$ cat config.mk
export PLATFORM = sky130hd
export DESIGN_NAME = matmul_w_bram
export DESIGN_NICKNAME = d
export VERILOG_FILES = /design/src/common/matmul_pkg.sv /design/src/common/operand_if.sv /design/src/source/matmul_w_bram.sv /design/src/matmul_core/tile_sequencer.sv /design/src/matmul_core/mac_array.sv /design/src/matmul_core/mac_pe.sv /design/src/source/operand_bram.sv
export VERILOG_INCLUDE_DIRS = /design/src /design/src/common
export SDC_FILE = /design/constraint.sdc
export NUM_CORES = 2
export LEC_CHECK = 0
export ABC_AREA = 0
export BUFFER_PORTS_ARGS = -buffer_cell sky130_fd_sc_hd__buf_2
export CAP_MARGIN = 25
export CORE_MARGIN = 5
export CORE_UTILIZATION = 45
export CTS_BUF_LIST = sky130_fd_sc_hd__clkbuf_4
export CTS_CLUSTER_DIAMETER = 50
export CTS_CLUSTER_SIZE = 14
export DETAILED_ROUTE_END_ITERATION = 8
export GPL_ROUTABILITY_DRIVEN = 1
export PLACE_DENSITY = 0.65
export SLEW_MARGIN = 5
export SYNTH_ARGS = -nofsm -noshare
export SYNTH_HDL_FRONTEND = slang
export SYNTH_SLANG_ARGS = --single-unit
$ cat constraint.sdc
create_clock -name clk -period 9.21 [get_ports clk]
set_input_delay 1.842 -clock clk [delete_from_list [all_inputs] [get_ports clk]]
set_output_delay 1.842 -clock clk [all_outputs]
set_load 0.1 [all_outputs]
$ cat src/common/matmul_macros.svh
// Matrix multiplier dimensions and widths
// Shared by the package, the RAMs, the core and the top level
`ifndef MATMUL_MACROS_SVH
`define MATMUL_MACROS_SVH

// Element format, Q8.8 signed
`define MM_WIDTH 16
`define MM_FRAC 8

// Matrix shape, C = A(4x8) * B(8x4)
`define MM_INNER 8          // Inner dimension K
`define MM_ROWS_A 4         // Rows of A
`define MM_COLS_B 4         // Columns of B

// Tile edge, also lanes per RAM word
`define MM_BLOCK 2

// Full precision accumulation
`define MM_ACC_WIDTH 40

// RAM depth 16 = (rows / block) * inner
`define MM_ADDR_WIDTH 4

`endif
$ cat src/common/matmul_pkg.sv
// Matrix multiplier types
// Fixed-point element, accumulator, RAM word and result tile
`include "matmul_macros.svh"

package matmul_pkg;

    // One Q8.8 element
    typedef logic signed [`MM_WIDTH-1:0] fix_t;

    // Accumulator, full product precision plus headroom
    typedef logic signed [`MM_ACC_WIDTH-1:0] acc_t;

    // RAM word of two lanes
    // Lane 0 in the low half
    typedef fix_t [`MM_BLOCK-1:0] lane_word_t;

    // Result tile, raw bus view or element view
    // Element (r,c) sits at bits 16*(2r+c)
    typedef union packed {
        logic [`MM_BLOCK*`MM_BLOCK*`MM_WIDTH-1:0] raw;   // Port view
        fix_t [`MM_BLOCK-1:0][`MM_BLOCK-1:0]      elem;  // [row][col] view
    } tile_result_u;

endpackage

$ cat src/common/operand_if.sv
// Operand stream from the tile sequencer to the MAC array
// Valid/ready handshake, word data comes straight from the RAMs
`timescale 1ns/1ps

interface operand_if import matmul_pkg::*; ();

    logic       valid;     // Beat offered
    logic       ready;     // Beat taken by the array
    lane_word_t a_word;    // Two rows of A at one k
    lane_word_t b_word;    // Two columns of B at one k
    logic       first;     // k == 0, clears accumulators
    logic       last;      // k == K-1, closes the tile

    // Sequencer side
    // Words are driven by the RAM read ports at the top level
    modport source (
        output valid,
        output first,
        output last,
        input  ready
    );

    // MAC array side
    modport sink (
        input  valid,
        input  a_word,
        input  b_word,
        input  first,
        input  last,
        output ready
    );

endinterface

$ cat src/source/matmul_w_bram.sv
// Matrix multiplier with operand RAMs
// Host loads A and B, pulses start, collects four 2x2 tiles of C
// Tiles leave in row-major order on a valid/ready port
`timescale 1ns/1ps
`include "matmul_macros.svh"

module matmul_w_bram import matmul_pkg::*; (
    input  logic                                      clk,
    input  logic                                      rst_n,
    input  logic                                      start,

    // Host load port, one word per strobe
    input  logic                                      load_en,
    input  logic                                      load_sel,    // 0 A, 1 B
    input  logic [`MM_ADDR_WIDTH-1:0]                 load_addr,
    input  logic [`MM_BLOCK*`MM_WIDTH-1:0]            load_data,

    // Result port
    output logic                                      out_valid,
    input  logic                                      out_ready,
    output logic [`MM_BLOCK*`MM_BLOCK*`MM_WIDTH-1:0]  out_data,

    output logic                                      done
);

    logic                      wr_en_a;
    logic                      wr_en_b;
    logic                      rd_en;        // Shared by both RAMs
    logic [`MM_ADDR_WIDTH-1:0] a_addr;
    logic [`MM_ADDR_WIDTH-1:0] b_addr;
    logic                      res_accept;
    tile_result_u              res_tile;

    operand_if ops_if ();

    // Load strobe steered by select
    assign wr_en_a = load_en && !load_sel;
    assign wr_en_b = load_en && load_sel;

    assign res_accept = out_valid && out_ready;
    assign out_data   = res_tile.raw;

    // A rows, two per word
    operand_bram ram_a (
        .clk     (clk),
        .rst_n   (rst_n),
        .wr_en   (wr_en_a),
        .wr_addr (load_addr),
        .wr_data (load_data),
        .rd_en   (rd_en),
        .rd_addr (a_addr),
        .rd_data (ops_if.a_word)
    );

    // B columns, two per word
    operand_bram ram_b (
        .clk     (clk),
        .rst_n   (rst_n),
        .wr_en   (wr_en_b),
        .wr_addr (load_addr),
        .wr_data (load_data),
        .rd_en   (rd_en),
        .rd_addr (b_addr),
        .rd_data (ops_if.b_word)
    );

    tile_sequencer u_seq (
        .clk        (clk),
        .rst_n      (rst_n),
        .start      (start),
        .res_accept (res_accept),
        .done       (done),
        .rd_en      (rd_en),
        .a_addr     (a_addr),
        .b_addr     (b_addr),
        .ops        (ops_if.source)
    );

    mac_array u_array (
        .clk       (clk),
        .rst_n     (rst_n),
        .ops       (ops_if.sink),
        .res_valid (out_valid),
        .res_ready (out_ready),
        .res_data  (res_tile)
    );

endmodule

$ cat src/matmul_core/tile_sequencer.sv
// Tile sequencer
// Walks tiles in row-major order and k within each tile
// Issues RAM reads, aligns valid/first/last to read data, flags done
`timescale 1ns/1ps
`include "matmul_macros.svh"

module tile_sequencer import matmul_pkg::*; (
    input  logic                      clk,
    input  logic                      rst_n,
    input  logic                      start,
    input  logic                      res_accept,   // One result taken at the port
    output logic                      done,
    output logic                      rd_en,
    output logic [`MM_ADDR_WIDTH-1:0] a_addr,
    output logic [`MM_ADDR_WIDTH-1:0] b_addr,
    operand_if.source                 ops
);

    localparam int AW        = `MM_ADDR_WIDTH;
    localparam int ROW_TILES = `MM_ROWS_A / `MM_BLOCK;
    localparam int COL_TILES = `MM_COLS_B / `MM_BLOCK;
    localparam int NUM_TILES = ROW_TILES * COL_TILES;
    localparam int K_W       = $clog2(`MM_INNER);
    localparam int TR_W      = (ROW_TILES > 1) ? $clog2(ROW_TILES) : 1;
    localparam int TC_W      = (COL_TILES > 1) ? $clog2(COL_TILES) : 1;
    localparam int CNT_W     = $clog2(NUM_TILES + 1);

    typedef enum logic {
        IDLE,
        RUN
    } state_t;

    state_t            state;
    logic [K_W-1:0]    k;            // Next k to read
    logic [TC_W-1:0]   tc;           // Tile column
    logic [TR_W-1:0]   tr;           // Tile row
    logic              issued_all;   // Every read of the run sent
    logic [CNT_W-1:0]  tiles_out;    // Results taken so far
    logic              advance;
    logic              k_wrap;
    logic              tc_wrap;
    logic              tr_wrap;

    // Output stage is free or is handing its beat over
    assign advance = !ops.valid || ops.ready;

    // Reads only when the stream moves, so RAM data holds in a stall
    assign rd_en = (state == RUN) && !issued_all && advance;

    assign k_wrap  = (k == K_W'(`MM_INNER - 1));
    assign tc_wrap = (tc == TC_W'(COL_TILES - 1));
    assign tr_wrap = (tr == TR_W'(ROW_TILES - 1));

    // Layout rule, tile index times K plus k
    assign a_addr = AW'(tr * `MM_INNER + k);
    assign b_addr = AW'(tc * `MM_INNER + k);

    always_ff @(posedge clk) begin
        if (!rst_n) begin
            state      <= IDLE;
            k          <= '0;
            tc         <= '0;
            tr         <= '0;
            issued_all <= 1'b0;
            tiles_out  <= '0;
            done       <= 1'b0;
        end else begin
            case (state)
                IDLE: begin
                    if (start) begin                 // Start only taken here
                        state      <= RUN;
                        k          <= '0;
                        tc         <= '0;
                        tr         <= '0;
                        issued_all <= 1'b0;
                        tiles_out  <= '0;
                        done       <= 1'b0;
                    end
                end
                RUN: begin
                    if (rd_en) begin
                        k <= k + 1'b1;
                        if (k_wrap) begin
                            k  <= '0;
                            tc <= tc + 1'b1;
                            if (tc_wrap) begin
                                tc <= '0;
                                tr <= tr + 1'b1;
                                if (tr_wrap) begin
                                    tr         <= '0;
                                    issued_all <= 1'b1;   // Final read out
                                end
                            end
                        end
                    end
                    if (res_accept) begin
                        tiles_out <= tiles_out + 1'b1;
                        if (tiles_out == CNT_W'(NUM_TILES - 1)) begin
                            state <= IDLE;
                            done  <= 1'b1;     // Held until next start
                        end
                    end
                end
                default: state <= IDLE;
            endcase
        end
    end

    // Beat flags trail the read by one cycle, matching RAM latency
    always_ff @(posedge clk) begin
        if (!rst_n) begin
            ops.valid <= 1'b0;
            ops.first <= 1'b0;
            ops.last  <= 1'b0;
        end else if (rd_en) begin
            ops.valid <= 1'b1;
            ops.first <= (k == '0);
            ops.last  <= k_wrap;
        end else if (advance) begin
            ops.valid <= 1'b0;         // Nothing left to offer
        end
    end

endmodule

$ cat src/matmul_core/mac_array.sv
// 2x2 MAC array
// Each beat is an outer product of two A lanes and two B lanes
// Holds one finished tile in a result register with valid/ready output
`timescale 1ns/1ps
`include "matmul_macros.svh"

module mac_array import matmul_pkg::*; (
    input  logic         clk,
    input  logic         rst_n,
    operand_if.sink      ops,
    output logic         res_valid,
    input  logic         res_ready,
    output tile_result_u res_data
);

    localparam int B = `MM_BLOCK;

    logic beat;                  // Handshake on the operand stream
    logic last_d;                // Last beat registered one cycle ago
    fix_t sum_grid [B][B];       // Element outputs

    assign beat = ops.valid && ops.ready;

    // Stall only a closing beat that would overwrite an undrained tile
    // Ready also follows valid so it stays low while nothing is offered
    assign ops.ready = ops.valid && !(ops.last && res_valid && !res_ready);

    for (genvar r = 0; r < B; r++) begin : g_row
        for (genvar c = 0; c < B; c++) begin : g_col
            mac_pe u_pe (
                .clk    (clk),
                .rst_n  (rst_n),
                .a      (ops.a_word[r]),   // Row lane of A
                .b      (ops.b_word[c]),   // Column lane of B
                .acc_en (beat),
                .clear  (ops.first),
                .sum    (sum_grid[r][c])
            );
        end
    end

    // Accumulators settle on the last beat edge, capture one edge later
    always_ff @(posedge clk) begin
        if (!rst_n) begin
            last_d <= 1'b0;
        end else begin
            last_d <= beat && ops.last;
        end
    end

    always_ff @(posedge clk) begin
        if (!rst_n) begin
            res_valid <= 1'b0;
        end else if (last_d) begin
            res_valid <= 1'b1;          // New tile in
        end else if (res_ready) begin
            res_valid <= 1'b0;          // Drained
        end
    end

    // Payload register, held while res_valid waits
    always_ff @(posedge clk) begin
        if (last_d) begin
            for (int r = 0; r < B; r++) begin
                for (int c = 0; c < B; c++) begin
                    res_data.elem[r][c] <= sum_grid[r][c];
                end
            end
        end
    end

endmodule

$ cat src/matmul_core/mac_pe.sv
// MAC processing element
// Accumulates a*b at 40 bits, first beat loads instead of adding
// Output is the accumulator truncated and saturated back to Q8.8
`timescale 1ns/1ps
`include "matmul_macros.svh"

module mac_pe import matmul_pkg::*; (
    input  logic clk,
    input  logic rst_n,
    input  fix_t a,
    input  fix_t b,
    input  logic acc_en,
    input  logic clear,
    output fix_t sum
);

    localparam int W  = `MM_WIDTH;
    localparam int AW = `MM_ACC_WIDTH;

    acc_t prod;      // Full product, sign extended
    acc_t acc;
    acc_t shifted;   // Back to Q8.8 scale
    logic ovf_hi;
    logic ovf_lo;

    // Signed operands, 40 bit context
    assign prod = a * b;

    always_ff @(posedge clk) begin
        if (!rst_n) begin
            acc <= '0;
        end else if (acc_en) begin
            if (clear) begin
                acc <= prod;           // k == 0 starts a new tile
            end else begin
                acc <= acc + prod;
            end
        end
    end

    // Arithmetic shift, rounds toward minus infinity
    assign shifted = acc >>> `MM_FRAC;

    // Bits above the result sign must all copy the accumulator sign
    assign ovf_hi = !shifted[AW-1] && (|shifted[AW-2:W-1]);
    assign ovf_lo = shifted[AW-1] && !(&shifted[AW-2:W-1]);

    always_comb begin
        if (ovf_hi) begin
            sum = {1'b0, {(W-1){1'b1}}};   // 0x7FFF
        end else if (ovf_lo) begin
            sum = {1'b1, {(W-1){1'b0}}};   // 0x8000
        end else begin
            sum = shifted[W-1:0];
        end
    end

endmodule

$ cat src/source/operand_bram.sv
// Operand RAM, simple dual port
// One write port, one registered read port with latency 1
// Read output holds unless rd_en is high
`timescale 1ns/1ps
`include "matmul_macros.svh"

module operand_bram import matmul_pkg::*; (
    input  logic                      clk,
    input  logic                      rst_n,
    input  logic                      wr_en,
    input  logic [`MM_ADDR_WIDTH-1:0] wr_addr,
    input  lane_word_t                wr_data,
    input  logic                      rd_en,
    input  logic [`MM_ADDR_WIDTH-1:0] rd_addr,
    output lane_word_t                rd_data
);

    localparam int DEPTH = 1 << `MM_ADDR_WIDTH;

    lane_word_t mem [DEPTH];   // Behavioral array

    // Host write port
    always_ff @(posedge clk) begin
        if (wr_en) begin
            mem[wr_addr] <= wr_data;
        end
    end

    // Read port, output register cleared by reset
    always_ff @(posedge clk) begin
        if (!rst_n) begin
            rd_data <= '0;
        end else if (rd_en) begin
            rd_data <= mem[rd_addr];   // Stalls keep the last word
        end
    end

endmodule

==> impl_metrics.yaml <==
sta:
  min_period_over_period: 0.9521
  finalSetupTns_ns: 0
  hold_viol_final: 0
  finalMaxSlewViolations: 0
  skew_ns: 0.1146
  tightest_slew_ns: 1.016
  rsz0062_at_grt: "no"
  period_minus_slack_ns: 8.769
  relSlewSlack: 0.3189
  finalWorstSetupSlack_ns: 0.4412
  setup-violations-final: 0
  fmax_mhz: 114.0
yosys:
  ys_top_cells_by_area: "edfxtp_1, fa_1, mux4_2"
  ys.flop_type: "edfxtp_1"
  syn_area_per_cell_um2: 11.80
  ys_types: 104
  synth.most_common_cell: "inv_1"
  netlist_area_um2: 98330
  synth_area_leader_cell: "edfxtp_1"
  synth_nets: 9929
  async_reset_ff_frac: 0
  yosysWarnings: 0
  yosys-top-cells-count: "inv_1, edfxtp_1, fa_1"
  yosysTopAreaCellShare: 0.3323
  synth-edff-count: 1088
  ys_ff_latch: 1328
  syn_inst: 8330
  synth-seq-area-share: 0.3811
critical_path:
  critical_path_buf_inv_count: 4
  cp.required_ns: 10.27
  worstPathArrival_ns: 9.83
  end_kind: "flop"
  crit_family: "adder cells"
  setup.worst_path.class: "reg2reg"
  critPathMaxStageDelay_ns: 0.70
  crit_fanout: 9
  cp_common_cell: "fa_1"
  critPathLaunchType: "flop"
  crit_path_top_delay_cell: "dfxtp_1"
detailed_routing:
  wl_mm: 257.0
  vias: 64150
  drtAntennaViolNets: 0
  drc: 0
  vias_per_cell: 5.628
  drt_iter0_drc: 5479
  wl_per_cell_um: 22.55
  first_pass_iters: 6
cts:
  clk_latency_ns: 1.25
  postCtsHoldBufs: 0
  clock_sinks: 1328
  cts_buffer_depth: 3
  cts_inserted_buffers: 150
  cts_tree: "built"
  cts_max_level: 4
  clockRootBuffer: "clkbuf_4"
  clk_pin_slew_ns: 0.11
  cts_setup_buffers: 0
layout:
  utilization: 0.4865
  fin_nets: 10020
  area_growth_pct: 7.546
  drive_gt1_frac: 0.1257
status:
  outcome: "complete, no violations"
floorplanning:
  start_util: 0.4523
  die_x_um: 477.4
  die_h_um: 477.4
  fp.dieArea_um2: 227900
  pin_count: 108
  rows: 171
  core_um2: 217400
grt:
  grt_pass1_wl_mm: 397.9
  grt_use_total: 0.2246
  grt_overflow: 0
  grt_pass1_vias: 67100
  grt_max_degree: 129
  antenna_found_initial: 19
placement:
  portBuffers: 107
  gp_congestion: 0.9030
  dpl_worst_slack_ns: 0.1264
  hpwlAfterDp_mm: 182.6
job:
  cap_violations: 0
power_and_ir_drop:
  ir_drop_v: 0.0001859
  p_per_area_nw_per_um2: 130.7
  p_leak_nw: 44.28
  power_mw: 13.82
min_path:
  hp-class: "reg2reg"
-- where the power goes --
part           switching, mW  internal, mW  total [mW]
Combinational           2.08          1.32        3.40
Sequential             0.146          6.64        6.79
Clock                   2.21          1.42        3.63
Total                   4.43          9.39        13.8
-- cells by family after synthesis --
logic type,synth area share
compound gates,0.08058
fa+ha+maj,0.2785
buf+inv,0.06247
mux,0.07495
flops,0.3811
simple gates,0.09928
xor+xnor,0.02313
-- placed cells by master (no fill, tap or decap), drive strengths merged, types with 15 or more instances in the layout --
master and instances:
a31oi 40, a311oi 25, nand2b 57, edfxtp 1088, mux4 320, fa 1052, xnor2 178, o21a 92
a41oi 15, nor3 69, o21bai 43, nor4 27, o211ai 44, buf 344, clkbuf 187, a211oi 64
ha 505, xor2 80, o21ai 244, a21o 124, clkinv 33, nand4 34, nor2b 24, nand3 68
nand2 825, a21oi 376, and2 510, nor2 306, inv 1228, and3 26, or3 26, dfxtp 240
-- registers in the layout, summed over array words and instances, names as in the netlist, 3 cells and up --
name                          cells
ram_b.rd_data                    32
ram_a.rd_data                    32
u_seq.k                           3
u_array.res_data                 64
ram_b.mem                       512
ram_a.mem                       512
u_array.g_row.g_col.u_pe.acc    160
u_seq.tiles_out                   3
-- metal layers --
metal	wire, um	vias up	global-route usage
li1	-	28500	-
met1	108600	33030	0.3111
met2	123500	2214	0.3726
met3	18830	380	0.03696
met4	5985	16	0.05450
met5	95	-	0
-- per-stage QoR --
stage	instances	cell area, um2	hold slack [ns]
2_1_floorplan	8330	98330	0.4313
5_1_grt	11390	105700	0.4802
3_3_place_gp	11120	103200	0.4427
6_report	11400	105700	0.4640
3_5_place_dp	11120	103200	0.4492
4_1_cts	11380	105500	0.4630
-- tightest hold or removal path: stages (launching register included) --
cell     delay, ns
dfxtp_1       0.33
nand2_1       0.05
a21oi_1       0.05
-- timing repair --
action	in CTS	in global routing
hold endpoints to repair	0	0
setup endpoints to repair	0	37
gates resized for setup	0	50
-- final timing paths --
path,from,end,slack [ns],cells after the start
setup reg to reg,ram_b.rd_data[8]$_SDFFE_PN0P_,u_array.g_row[1].g_col[0].u_pe.acc[39]$_SDFFE_PN0P_,0.44,29
hold / removal,u_array.g_row[0].g_col[0].u_pe.acc[7]$_SDFFE_PN0P_,u_array.g_row[0].g_col[0].u_pe.acc[7]$_SDFFE_PN0P_,0.46,2
setup / recovery,ram_b.rd_data[8]$_SDFFE_PN0P_,u_array.g_row[1].g_col[0].u_pe.acc[39]$_SDFFE_PN0P_,0.44,29
hold reg to reg,u_array.g_row[0].g_col[0].u_pe.acc[7]$_SDFFE_PN0P_,u_array.g_row[0].g_col[0].u_pe.acc[7]$_SDFFE_PN0P_,0.46,2
-- cell type report --
class                           instances  area, um2
Sequential cell                      1328      37540
Multi-Input combinational cell       5387      55070
Tap cell                             2854       3571
Clock buffer                          187       1404
Clock inverter                         77      955.9
Inverter                             1207       4537
Fill cell                           19120     111600
Timing Repair Buffer                  344       2631
Antenna cell                           14      35.03
(Power assumes the default switching activity.)
